`src/common/arbiter_pkg.sv`:
```
package arbiter_pkg;

	// Client beats popped for one write burst
	localparam int BURST_BEATS = 4;

	// Cycles from a client rd_en to valid client data
	localparam int CLIENT_RD_LATENCY = 2;

	// Client FIFO fill level widths
	localparam int DATA_SIZE_WIDTH = 10;
	localparam int ADDR_SIZE_WIDTH = 8;

	// Width of the free-slot count reported by the internal queues
	localparam int QUEUE_LEVEL_WIDTH = 8;

	// Counts beats within a burst, 0 to BURST_BEATS
	typedef logic [2:0] burst_count_t;

endpackage

```
`src/source/sync_fifo.sv`:
```
`timescale 1ns/1ps

module sync_fifo
	import arbiter_pkg::*;
#(
	parameter type entry_t = logic [31:0],
	parameter int  DEPTH   = 16
)(
	input  logic                         clk_ram,
	input  logic                         trig_rst_arbiter_2x,
	input  logic                         push,
	input  entry_t                       push_entry,
	input  logic                         pop,
	output entry_t                       head,
	output logic                         not_empty,
	output logic [QUEUE_LEVEL_WIDTH-1:0] free
);

	localparam int PTR_BITS   = (DEPTH > 1) ? $clog2(DEPTH) : 1;
	localparam int COUNT_BITS = $clog2(DEPTH + 1);

	entry_t                mem [DEPTH];
	logic [PTR_BITS-1:0]   wr_ptr;
	logic [PTR_BITS-1:0]   rd_ptr;
	logic [COUNT_BITS-1:0] count;

	// Wrap explicitly so DEPTH need not be a power of two
	function automatic logic [PTR_BITS-1:0] next_ptr(input logic [PTR_BITS-1:0] ptr);
		if (ptr == PTR_BITS'(DEPTH - 1))
			return '0;
		return ptr + 1'b1;
	endfunction

	// Storage
	always_ff @(posedge clk_ram) begin
		if (push)
			mem[wr_ptr] <= push_entry;
	end

	// Pointers and occupancy
	always_ff @(posedge clk_ram) begin
		if (trig_rst_arbiter_2x) begin
			wr_ptr <= '0;
			rd_ptr <= '0;
			count  <= '0;
		end else begin
			if (push)
				wr_ptr <= next_ptr(wr_ptr);
			if (pop)
				rd_ptr <= next_ptr(rd_ptr);
			case ({push, pop})
				2'b10:   count <= count + 1'b1;
				2'b01:   count <= count - 1'b1;
				default: count <= count;
			endcase
		end
	end

	// First word fall through, head is live one cycle after push
	assign head      = mem[rd_ptr];
	assign not_empty = (count != '0);
	assign free      = QUEUE_LEVEL_WIDTH'(DEPTH - count);

	// Producer must respect free, consumer must respect not_empty
	assert property (@(posedge clk_ram) disable iff (trig_rst_arbiter_2x)
		push |-> (count != COUNT_BITS'(DEPTH)))
		else $error("sync_fifo: push while full");
	assert property (@(posedge clk_ram) disable iff (trig_rst_arbiter_2x)
		pop |-> not_empty)
		else $error("sync_fifo: pop while empty");

endmodule

```
`config.mk`:
```
export PLATFORM = sky130hd
export DESIGN_NAME = sync_fifo
export DESIGN_NICKNAME = d
export VERILOG_FILES = /design/src/common/arbiter_pkg.sv /design/src/source/sync_fifo.sv
export SDC_FILE = /design/constraint.sdc
export NUM_CORES = 1
export LEC_CHECK = 0
export BUFFER_PORTS_ARGS = -buffer_cell sky130_fd_sc_hd__buf_4
export CAP_MARGIN = 40
export CORE_MARGIN = 2
export CORE_UTILIZATION = 66
export CTS_CLUSTER_SIZE = 8
export DETAILED_ROUTE_END_ITERATION = 10
export GPL_ROUTABILITY_DRIVEN = 1
export GPL_TIMING_DRIVEN = 0
export PLACE_DENSITY = 0.88
export SYNTH_ARGS = -nofsm -noshare
export SYNTH_HDL_FRONTEND = slang
export SYNTH_SLANG_ARGS = --single-unit
```
`constraint.sdc`:
```
create_clock -name clk_ram -period 4.1 [get_ports clk_ram]
set_input_delay 0.205 -clock clk_ram [delete_from_list [all_inputs] [get_ports clk_ram]]
set_output_delay 0.205 -clock clk_ram [all_outputs]
set_load 0.005 [all_outputs]
```
Yosys cells after proc, flatten, opt, wreduce, memory -nomap -nowiden
Memories as Yosys holds them, arrays and structs flattened. A register that Yosys moved wholly into a read port is not among the register bits.
Index checks and enable logic that the tools add are counted.
Word-level totals
  memories kept: 1
  input port bits: 36
  memory bits (writable): 512
  bits in registers: 13
  word-level logic and storage cells: 30
Memories
  mem: words 16, bits a word 32, rd ports 1, clocked after Yosys merged registers in 1, wr ports 1, line sync_fifo.sv:22  | entry_t mem [DEPTH];
Cells by class
  muxes and demuxes: 15
  reductions and logical operators: 2
  equal/unequal tests: 4
  add/subtract/negate cells: 5
Operator list (count)
  $mux W4: 6
  $pmux W5 S2: 1
  $add A4 B1 Y4 const B: 2
  $eq A4 B4 Y1 const B: 2
  $mux W1: 8
  $sub A5 B5 Y6 const A: 1
  $add A5 B1 Y5 const B: 1
  $reduce_bool A5 Y1: 1
  $sub A5 B1 Y5 const B: 1
  $eq A2 B1 Y1 const B: 1
  $eq A2 B2 Y1 const B: 1
  $reduce_bool A2 Y1: 1

Depth between registers and ports, before layout
Gate-level depths: netlist (run 1).
  depth after elaboration: 7
  mapped depth: 9
  mapped depth without buffers: 8

Least setup slack after synthesis (run 1)
OpenSTA, ideal clock, no wires.
  path kind: input-to-reg
  from: in push
  to: reg count[4]
  setup slack: 2.118 ns
  arrival: 1.861 ns
  path buffers: 1
  library setup time: 0.121 ns
  stages: 9
  data required time: 3.979 ns
  path through: inv_1 > ha_1 > clkbuf_1 > xor2_1 > ha_1 > nor2b_1 > a31oi_1 > o32ai_1 > mux2_2
On the way
  longest elaborated chain between the ends: 2
  elaborated cells on any way between the ends: 4
  classes of those cells: eq/ne (2); mux (1); reduce/logical (1)
Ends and longest elaborated chain
  from (decl): line sync_fifo.sv:11  | input logic push,
  $eq A2 B1 Y1 or $eq A2 B2 Y1 (tied branches): line sync_fifo.sv:51  | case ({push, pop})
  $pmux W5 S2 or $reduce_bool A2 Y1 (tied branches)
  to (signal assigned): line sync_fifo.sv:52  | 2'b10: count <= count + 1'b1;
  to (signal assigned): line sync_fifo.sv:53  | 2'b01: count <= count - 1'b1;
  to (signal assigned): line sync_fifo.sv:54  | default: count <= count;
  to (decl): line sync_fifo.sv:25  | logic [COUNT_BITS-1:0] count;
Parallel ways exist; a longest one is shown, timed or not.
A chain may end at the register's enable or synchronous reset.

==> results of run 1 <==
## worst max-delay path by stage
| stage | slack, ns | cells after the start | to | from |
|---|---|---|---|---|
| 2_1_floorplan | 2.12 | 9 | count[4] | push |
| 3_3_place_gp | 1.34 | 3 | mem[7][13] | wr_ptr[2] |
| 3_5_place_dp | 1.69 | 6 | head[6] | register |
| 4_1_cts | 0.92 | 6 | head[4] | register |
| 5_1_grt | 0.86 | 6 | head[6] | register |
| 6_report | 0.92 | 6 | head[6] | register |
## synthesized netlist by cell type (all sizes together) (3+ instances only)
| master | n | area, um2 |
|---|---|---|
| mux2 | 3 | 33.78 |
| a31oi | 3 | 18.77 |
| mux2i | 4 | 40.04 |
| buf | 25 | 148.9 |
| nor2 | 14 | 52.55 |
| ha | 10 | 125.1 |
| nand2 | 39 | 146.4 |
| inv | 9 | 33.78 |
| edfxtp | 512 | 15370 |
| clkbuf | 26 | 97.59 |
| nor3b | 3 | 22.52 |
| mux4 | 128 | 2883 |
| a22oi | 64 | 480.5 |
| or3 | 3 | 18.77 |
| dfxtp | 17 | 340.3 |
| nand3 | 3 | 15.01 |
| xor2 | 5 | 43.79 |
| a21oi | 8 | 40.04 |
| and2 | 17 | 106.4 |
| o21ai | 4 | 20.02 |
| nor2b | 4 | 25.02 |
## registers in the layout (all words and copies together), names as in the netlist, named ones only
signal and cells:
count 5, mem 512, rd_ptr 4, wr_ptr 4
## kinds of logic after synthesis
logic type,count (synthesis),share of synthesized area [%]
simple gates,87,2.039
compound gates,81,2.860
xor+xnor,7,0.3047
fa+ha+maj,10,0.6217
mux,135,14.69
buf+inv,60,1.393
flops,529,78.09
## critical path: cells and delay by family, from the launching register on
kind / cells / cell delay, ns
muxes: 1 / 0.41
and+or+nand+nor: 1 / 0.14
buffers and inverters: 3 / 1.19
DFF: 1 / 0.35
AOI/OAI and AO/OA: 1 / 0.30
## power by group through the flow
stage,Sequential (W),Combinational (W),Clock [W]
after detailed placement,0.00613,0.000735,0
after global placement,0.00612,0.000696,0
after floorplan,0.00612,0.000409,0
after global routing,0.00603,0.000844,0.00576
after CTS,0.00604,0.000791,0.00557
final,0.00603,0.000791,0.00555
## layer usage
layer  track usage (%)  wire length (um)  vias to the layer above
li1                  -                 -                     4190
met1             43.65             17580                     5529
met2             56.11             26120                      842
met3             7.758              5306                      138
met4             12.20              1564                        0
met5                 0                 0                        -
## layout by cell type, fill, tap and decap left out, drive strengths merged
master       count
o32ai            1
nor2b            4
or3              3
a31oi            3
and3             1
xor2             5
mux4           128
clkbuf         115
nand2           39
nor3             2
edfxtp         512
nand3            3
and2            17
dfxtp           17
mux2i            4
inv             12
dlygate4sd3     34
xnor2            2
nand3b           1
ha              10
a21o             1
a22oi           64
mux2             3
o21ai            4
nor3b            3
a21oi            8
nor2            14
buf            118
clkinv           2
## layout make-up
class,count,area share [%]
plain buffers,51,1.029
clock buffers,89,8.319
clock inverters,5,0.2611
inverters,9,0.1410
multi-input cells,320,17.32
flip-flops and latches,529,65.59
well taps,390,2.037
repair buffers,127,5.311
## metrics by stage
step	hold slack, ns	util (%)	area, um2	total power [W]
final	0.05276	80.41	23960	0.01238
after global placement	0.4087	71.09	21180	0.006821
after floorplan	0.2741	-	20120	0.006532
after global routing	0.05564	80.41	23960	0.01264
after CTS	0.03473	80.38	23950	0.01240
after detailed placement	0.4169	72.34	21550	0.006864
==> impl_results.html, run 1 <==
<table>
<tr><th>Metric</th><th>Value</th></tr>
<tr><th colspan="2">Route</th></tr>
<tr><td>Via count</td><td>10699</td></tr>
<tr><td>Count of routing violations after the opening detailed-route iteration</td><td>1549</td></tr>
<tr><td>Routed WL per cell</td><td>33.27 um</td></tr>
<tr><td>1st-pass router iterations</td><td>5</td></tr>
<tr><td>Post-detailed-route via-to-cell ratio</td><td>7.039</td></tr>
<tr><td>Final ANT Viol Nets</td><td>0</td></tr>
<tr><td>Routed Wire Length</td><td>50.56 mm</td></tr>
<tr><td>Post-route DRC</td><td>0</td></tr>
<tr><th colspan="2">Timing</th></tr>
<tr><td>Final clock period utilization by the worst path</td><td>77.55%</td></tr>
<tr><td>Max Clock Skew</td><td>0.02852 ns</td></tr>
<tr><td>Max-slew violations</td><td>0</td></tr>
<tr><td>Slew HR</td><td>35.70%</td></tr>
<tr><td>Unrepaired setup endpoints after global routing</td><td>false</td></tr>
<tr><td>Post-route worst setup slack</td><td>0.9205 ns</td></tr>
<tr><td>Min Tclk post-route</td><td>3.179 ns</td></tr>
<tr><td>Final Setup Violations</td><td>0</td></tr>
<tr><td>Slew at the pin with the worst max-slew slack</td><td>0.9644 ns</td></tr>
<tr><td>Setup TNS after final layout</td><td>0 ns</td></tr>
<tr><td>Final hold violation count</td><td>0</td></tr>
<tr><td>Fmax</td><td>314.5 MHz</td></tr>
<tr><th colspan="2">Clock tree</th></tr>
<tr><td>CTS-repair resized insts</td><td>0</td></tr>
<tr><td>Clock-pin slew reported for the worst setup and hold paths after clock tree synthesis</td><td>0.05 ns</td></tr>
<tr><td>Setup Fix Bufs, Post-CTS</td><td>0</td></tr>
<tr><td>Cell at the root of the clock tree</td><td>sky130_fd_sc_hd__clkbuf_16</td></tr>
<tr><td>CTS tree</td><td>done</td></tr>
<tr><td>Clock buffer depth</td><td>3</td></tr>
<tr><td>Worst-skew pair later-pin latency</td><td>0.58 ns</td></tr>
<tr><td>Total CTS buffers</td><td>76</td></tr>
<tr><td>CTS hold repair buffers</td><td>34</td></tr>
<tr><td>Maximum level of the CTS H-tree</td><td>3</td></tr>
<tr><td>CTS Sinks</td><td>529</td></tr>
<tr><th colspan="2">Synthesis</th></tr>
<tr><td>Most used flip-flop cell after synthesis</td><td>sky130_fd_sc_hd__edfxtp_1</td></tr>
<tr><td>Register bit count reported by yosys</td><td>529</td></tr>
<tr><td>Number of enable-type register cells in the synthesized netlist</td><td>512</td></tr>
<tr><td>Post-Syn Area per Cell</td><td>22.14 um2</td></tr>
<tr><td>Count of yosys warnings during synthesis</td><td>0</td></tr>
<tr><td>Async set-reset flop share out of synthesis</td><td>0%</td></tr>
<tr><td>Cell area after technology mapping</td><td>20120 um2</td></tr>
<tr><td>Share of synthesized area occupied by flip-flops and latches</td><td>78.09%</td></tr>
<tr><td>Distinct cells, synth</td><td>29</td></tr>
<tr><td>Number of nets produced by synthesis</td><td>955</td></tr>
<tr><td>Synthesized instance count</td><td>909</td></tr>
<tr><th colspan="2">Power</th></tr>
<tr><td>Switching portion of total power</td><td>21.18%</td></tr>
<tr><td>Leakage power of the design</td><td>7.861 nW</td></tr>
<tr><td>Share of power burned in the clock network</td><td>44.9%</td></tr>
<tr><td>Max rail drop VDD</td><td>0.4840 mV</td></tr>
<tr><td>Portion of total power attributed to combinational logic</td><td>6.4%</td></tr>
<tr><td>PD cells</td><td>516.7 nW/um2</td></tr>
<tr><td>Sequential share of power</td><td>48.7%</td></tr>
<tr><td>Internal Dissipation</td><td>0.009759 W</td></tr>
<tr><td>NetSw</td><td>0.002622 W</td></tr>
<tr><th colspan="2">Floorplanning</th></tr>
<tr><td>Ports placed on the boundary</td><td>77</td></tr>
<tr><td>Die W</td><td>178.6 um</td></tr>
<tr><td>Area of the die</td><td>31900 um2</td></tr>
<tr><td>Die outline height</td><td>178.6 um</td></tr>
<tr><td># rows</td><td>63</td></tr>
<tr><td>Initial standard-cell utilization of the core</td><td>67.54%</td></tr>
<tr><td>Core box area</td><td>29800 um2</td></tr>
<tr><th colspan="2">Global routing</th></tr>
<tr><td>Wire length of the first global-routing pass</td><td>74.23 mm</td></tr>
<tr><td>Antenna violations before repair</td><td>0</td></tr>
<tr><td>Maximum number of pins on one net before global-route repair</td><td>26</td></tr>
<tr><td>Congestion Overflow GR</td><td>0</td></tr>
<tr><td>Total global-route track usage</td><td>33.47%</td></tr>
<tr><td>Number of global-route vias before repair</td><td>11456</td></tr>
<tr><th colspan="2">Worst setup path</th></tr>
<tr><td>Delay contributed by the slowest stage of the critical path</td><td>0.74 ns</td></tr>
<tr><td>Classification of the worst setup path</td><td>reg -&gt; out</td></tr>
<tr><td>Sort of element at the start of the critical path</td><td>register</td></tr>
<tr><td>CP max FO</td><td>10</td></tr>
<tr><td>Required arrival time at the worst endpoint</td><td>3.89 ns</td></tr>
<tr><td>Worst R2R Start</td><td>count[1]</td></tr>
<tr><td>Worst Reg2Reg Path Length in Cells</td><td>7</td></tr>
<tr><td>Cells along the critical path</td><td>buf_2 &gt; clkbuf_1 &gt; mux4_2 &gt; a22oi_1 &gt; nand2_1 &gt; buf_4</td></tr>
<tr><td>Slowest stage cell on the critical path</td><td>sky130_fd_sc_hd__clkbuf_1</td></tr>
<tr><td>Worst reg-to-reg setup slack</td><td>2.01 ns</td></tr>
<tr><td>Reg2Reg Capture Point</td><td>count[4]</td></tr>
<tr><td>Arrival time reported for the critical path endpoint</td><td>2.97 ns</td></tr>
<tr><td>Endpoint class of the critical path</td><td>output port</td></tr>
<tr><th colspan="2">Layout</th></tr>
<tr><td>Total area of sequential cells</td><td>15720 um2</td></tr>
<tr><td>Antenna diodes</td><td>0</td></tr>
<tr><td>Net count of the finished layout</td><td>1160</td></tr>
<tr><td>Layout filler cell count</td><td>1358</td></tr>
<tr><td>Area Overhead vs Synth</td><td>19.06%</td></tr>
<tr><td>Multi-input gate area</td><td>4149 um2</td></tr>
<tr><td>Final std cells w/o fill</td><td>1520</td></tr>
<tr><td>Share of cells above drive strength 1</td><td>30.35%</td></tr>
<tr><th colspan="2">Placed design</th></tr>
<tr><td>Half-perimeter wire length after placement</td><td>26.16 mm</td></tr>
<tr><td>Count of port buffers added during placement</td><td>76</td></tr>
<tr><td>Post-place setup slack</td><td>1.687 ns</td></tr>
<tr><td>Post-placement cell count</td><td>1391</td></tr>
<tr><td>Final weighted congestion of routability-driven global placement</td><td>0.7559</td></tr>
<tr><th colspan="2">Run status</th></tr>
<tr><td>Status</td><td>finished, final reports clean</td></tr>
<tr><th colspan="2">Worst hold path</th></tr>
<tr><td>Hold path depth</td><td>3</td></tr>
<tr><td>Min-delay src</td><td>pop</td></tr>
<tr><td>Worst hold path class</td><td>in -&gt; reg</td></tr>
<tr><th colspan="2">Flow run</th></tr>
<tr><td>Max Cap Violations</td><td>0</td></tr>
</table>
Power figures use the tool's default switching activity.
==> inputs of run 2 (changes only) <==
--- a/config.mk
+++ b/config.mk
@@ -8,12 +8,12 @@
 export BUFFER_PORTS_ARGS = -buffer_cell sky130_fd_sc_hd__buf_4
 export CAP_MARGIN = 40
 export CORE_MARGIN = 2
-export CORE_UTILIZATION = 66
+export CORE_UTILIZATION = 61
 export CTS_CLUSTER_SIZE = 8
 export DETAILED_ROUTE_END_ITERATION = 10
 export GPL_ROUTABILITY_DRIVEN = 1
 export GPL_TIMING_DRIVEN = 0
-export PLACE_DENSITY = 0.88
+export PLACE_DENSITY = 0.83
 export SYNTH_ARGS = -nofsm -noshare
 export SYNTH_HDL_FRONTEND = slang
 export SYNTH_SLANG_ARGS = --single-unit
==> constraint.sdc (replaced) <==
create_clock -name clk_ram -period 3.3 [get_ports clk_ram]
set_input_delay 0.165 -clock clk_ram [delete_from_list [all_inputs] [get_ports clk_ram]]
set_output_delay 0.165 -clock clk_ram [all_outputs]
set_load 0.005 [all_outputs]
==> run 2 against run 1 <==
  * Global-route usage shrank 4.8 points
  * Register-to-register slack lost 0.73 ns
  * Critical path depth is the same
  * Cell count grew 3.4%
  * Clock skew shrank 0.011 ns
  * Via count shrank 2.0%
  * Combinational power grew 23%
  * Hold slack gained 0.29 ns
  * Clock power grew 23%
  * Total power grew 23%
  * Critical endpoint is now head[18]
  * Largest cell class unchanged
  * Highest routed layer unchanged
==> impl_results.html, run 2 (same netlist as run 1, synthesis figures left out) <==
<table>
<tr><th>Metric</th><th>Value</th></tr>
<tr><th colspan="2">Run status</th></tr>
<tr><td>Status</td><td>finished, final reports clean</td></tr>
<tr><th colspan="2">Layout</th></tr>
<tr><td>Max FFs per register</td><td>512</td></tr>
<tr><td>Share of cells above drive strength 1</td><td>30.56%</td></tr>
<tr><td>Largest registers</td><td>mem x512, count x5</td></tr>
<tr><td>Final std cells w/o fill</td><td>1572</td></tr>
<tr><td>Register bank with the most flops</td><td>mem</td></tr>
<tr><td>Net count of the finished layout</td><td>1163</td></tr>
<tr><td>Commonest non-fill, non-tap cell in the layout</td><td>sky130_fd_sc_hd__edfxtp_1</td></tr>
<tr><td>Leading cell types in the layout, fill and taps excluded</td><td>512 x sky130_fd_sc_hd__edfxtp_1, 128 x sky130_fd_sc_hd__mux4_2, 88 x sky130_fd_sc_hd__buf_4, 77 x sky130_fd_sc_hd__clkbuf_16, 64 x sky130_fd_sc_hd__a22oi_1</td></tr>
<tr><td>Area Overhead vs Synth</td><td>19.31%</td></tr>
<tr><th colspan="2">Worst setup path</th></tr>
<tr><td>Classification of the worst setup path</td><td>reg -&gt; out</td></tr>
<tr><td>Worst Reg2Reg Path Length in Cells</td><td>7</td></tr>
<tr><td>Slowest stage cell on the critical path</td><td>sky130_fd_sc_hd__buf_1</td></tr>
<tr><td>Worst reg-to-reg setup slack</td><td>1.28 ns</td></tr>
<tr><td>Arrival time reported for the critical path endpoint</td><td>2.89 ns</td></tr>
<tr><td>Endpoint class of the critical path</td><td>output port</td></tr>
<tr><td>Sort of element at the start of the critical path</td><td>register</td></tr>
<tr><td>Cells along the critical path</td><td>buf_2 &gt; buf_1 &gt; mux4_2 &gt; a22oi_1 &gt; nand2_1 &gt; buf_4</td></tr>
<tr><td>Worst R2R Start</td><td>count[1]</td></tr>
<tr><td>Delay contributed by the slowest stage of the critical path</td><td>0.73 ns</td></tr>
<tr><td>CP max FO</td><td>10</td></tr>
<tr><td>Reg2Reg Capture Point</td><td>count[4]</td></tr>
<tr><td>Required arrival time at the worst endpoint</td><td>3.13 ns</td></tr>
<tr><th colspan="2">Placed design</th></tr>
<tr><td>Post-placement cell count</td><td>1444</td></tr>
<tr><td>Count of port buffers added during placement</td><td>76</td></tr>
<tr><td>Final weighted congestion of routability-driven global placement</td><td>0.7735</td></tr>
<tr><td>Half-perimeter wire length after placement</td><td>25.31 mm</td></tr>
<tr><th colspan="2">Power</th></tr>
<tr><td>Leakage power of the design</td><td>7.855 nW</td></tr>
<tr><td>Portion of total power attributed to combinational logic</td><td>6.3%</td></tr>
<tr><td>Share of power burned in the clock network</td><td>44.6%</td></tr>
<tr><td>Sequential share of power</td><td>49.1%</td></tr>
<tr><td>PD cells</td><td>636.1 nW/um2</td></tr>
<tr><td>NetSw</td><td>0.003215 W</td></tr>
<tr><td>Internal Dissipation</td><td>0.01206 W</td></tr>
<tr><td>Max rail drop VDD</td><td>0.4886 mV</td></tr>
<tr><td>Switching portion of total power</td><td>21.05%</td></tr>
<tr><th colspan="2">Timing</th></tr>
<tr><td>Fmax</td><td>326.9 MHz</td></tr>
<tr><td>Unrepaired setup endpoints after global routing</td><td>false</td></tr>
<tr><td>Max Clock Skew</td><td>0.01756 ns</td></tr>
<tr><td>Final hold violation count</td><td>0</td></tr>
<tr><td>Final-layout worst hold slack</td><td>0.3448 ns</td></tr>
<tr><td>Max-slew violations</td><td>0</td></tr>
<tr><td>Slew HR</td><td>38.93%</td></tr>
<tr><td>Setup TNS after final layout</td><td>0 ns</td></tr>
<tr><td>Final Setup Violations</td><td>0</td></tr>
<tr><td>Final clock period utilization by the worst path</td><td>92.69%</td></tr>
<tr><td>Min Tclk post-route</td><td>3.059 ns</td></tr>
<tr><td>Slew at the pin with the worst max-slew slack</td><td>0.9161 ns</td></tr>
<tr><th colspan="2">Route</th></tr>
<tr><td>Routed WL per cell</td><td>30.18 um</td></tr>
<tr><td>Via count</td><td>10489</td></tr>
<tr><td>Routed Wire Length</td><td>47.45 mm</td></tr>
<tr><td>Final ANT Viol Nets</td><td>0</td></tr>
<tr><td>1st-pass router iterations</td><td>6</td></tr>
<tr><td>Count of routing violations after the opening detailed-route iteration</td><td>1324</td></tr>
<tr><td>Post-route DRC</td><td>0</td></tr>
<tr><td>Post-detailed-route via-to-cell ratio</td><td>6.672</td></tr>
<tr><th colspan="2">Global routing</th></tr>
<tr><td>Wire length of the first global-routing pass</td><td>69.32 mm</td></tr>
<tr><td>Antenna violations before repair</td><td>0</td></tr>
<tr><td>Congestion Overflow GR</td><td>0</td></tr>
<tr><td>Number of global-route vias before repair</td><td>10858</td></tr>
<tr><td>Total global-route track usage</td><td>28.64%</td></tr>
<tr><td>Maximum number of pins on one net before global-route repair</td><td>25</td></tr>
<tr><th colspan="2">Floorplanning</th></tr>
<tr><td>Initial standard-cell utilization of the core</td><td>61.85%</td></tr>
<tr><td># rows</td><td>66</td></tr>
<tr><td>Core box area</td><td>32540 um2</td></tr>
<tr><td>Die outline height</td><td>185.6 um</td></tr>
<tr><td>Area of the die</td><td>34460 um2</td></tr>
<tr><td>Ports placed on the boundary</td><td>77</td></tr>
<tr><td>Die W</td><td>185.6 um</td></tr>
<tr><th colspan="2">Worst hold path</th></tr>
<tr><td>Worst hold endpoint</td><td>wr_ptr[3]</td></tr>
<tr><td>Worst hold path class</td><td>in -&gt; reg</td></tr>
<tr><td>Min-delay src</td><td>trig_rst_arbiter_2x</td></tr>
<tr><td>Hold path depth</td><td>3</td></tr>
<tr><th colspan="2">Clock tree</th></tr>
<tr><td>Clock-pin slew reported for the worst setup and hold paths after clock tree synthesis</td><td>0.05 ns</td></tr>
<tr><td>CTS-repair resized insts</td><td>0</td></tr>
<tr><td>CTS Sinks</td><td>529</td></tr>
<tr><td>Cell at the root of the clock tree</td><td>sky130_fd_sc_hd__clkbuf_16</td></tr>
<tr><td>Clock buffer depth</td><td>3</td></tr>
<tr><td>Maximum level of the CTS H-tree</td><td>3</td></tr>
<tr><td>CTS tree</td><td>done</td></tr>
<tr><td>Total CTS buffers</td><td>76</td></tr>
<tr><td>Worst-skew pair later-pin latency</td><td>0.57 ns</td></tr>
<tr><th colspan="2">Flow run</th></tr>
<tr><td>Max Cap Violations</td><td>0</td></tr>
</table>
-- run 2: changes by cell type in the layout (fill, tap and decap cells not counted), sizes merged --
cell | previous run | this run
clkbuf | 115 | 110
buf | 118 | 120
clkinv | 2 | 3
diode | 0 | 1
dlygate4sd3 | 34 | 35
-- run 2: how the worst max path moves through the flow --
stage / slack, ns / endpoint
floorplan: 1.36 / count[4]
finish: 0.24 / head[18]
global route: 0.16 / head[6]
detailed placement: 0.86 / head[16]
global placement: 0.52 / mem[4][12]
CTS: 0.15 / head[16]
-- run 2: per-stage QoR --
stage | area [um2] | worst slack [ns] | utilization, % | power (W)
floorplan | 20120 | 1.358 | - | 0.008116
global placement | 21250 | 0.5236 | 65.31 | 0.008479
detailed placement | 21610 | 0.8593 | 66.43 | 0.008527
CTS | 23990 | 0.1548 | 73.72 | 0.01530
global route | 24010 | 0.1600 | 73.79 | 0.01565
finish | 24010 | 0.2412 | 73.80 | 0.01527
-- run 2: power by group through the flow --
stage               registers [W]  logic (W)  clock network, W
finish                    0.00749   0.000969           0.00681
global route              0.00749    0.00104           0.00712
CTS                       0.00749   0.000969           0.00684
detailed placement        0.00761   0.000913                 0
global placement          0.00761   0.000868                 0
floorplan                 0.00761   0.000508                 0
-- run 2: timing repair --
item,in CTS,in global routing
setup endpoints to repair,0,0
endpoints found under the hold margin,521,0
hold buffers,35,0
setup buffers,0,0
-- run 2: final cells by class --
type | instances | area, um2
sequential | 529 | 15720
fill | 1758 | 8526
multi-input combinational | 320 | 4149
clock buffer | 84 | 1953
timing repair buffer | 130 | 1290
tap | 442 | 553.0
buffer | 51 | 246.5
clock inverter | 6 | 67.56
inverter | 9 | 33.78
antenna | 1 | 2.502
-- run 2: per-layer routing --
metal / global-route usage (%) / part of all wire, % / vias to the layer above
li1: - / - / 4201
met2: 46.48 / 50 / 779
met4: 9.606 / 2.6 / 0
met5: 0 / 0 / -
met1: 39.03 / 36 / 5421
met3: 6.887 / 11 / 88
-- run 2: critical path: cells and delay by family, from the launching register on --
kind | cells | cell delay, ns
AO/OA/AOI/OAI | 1 | 0.26
buffers and inverters | 3 | 1.18
flip-flops | 1 | 0.34
multiplexers | 1 | 0.43
AND/OR/NAND/NOR | 1 | 0.11
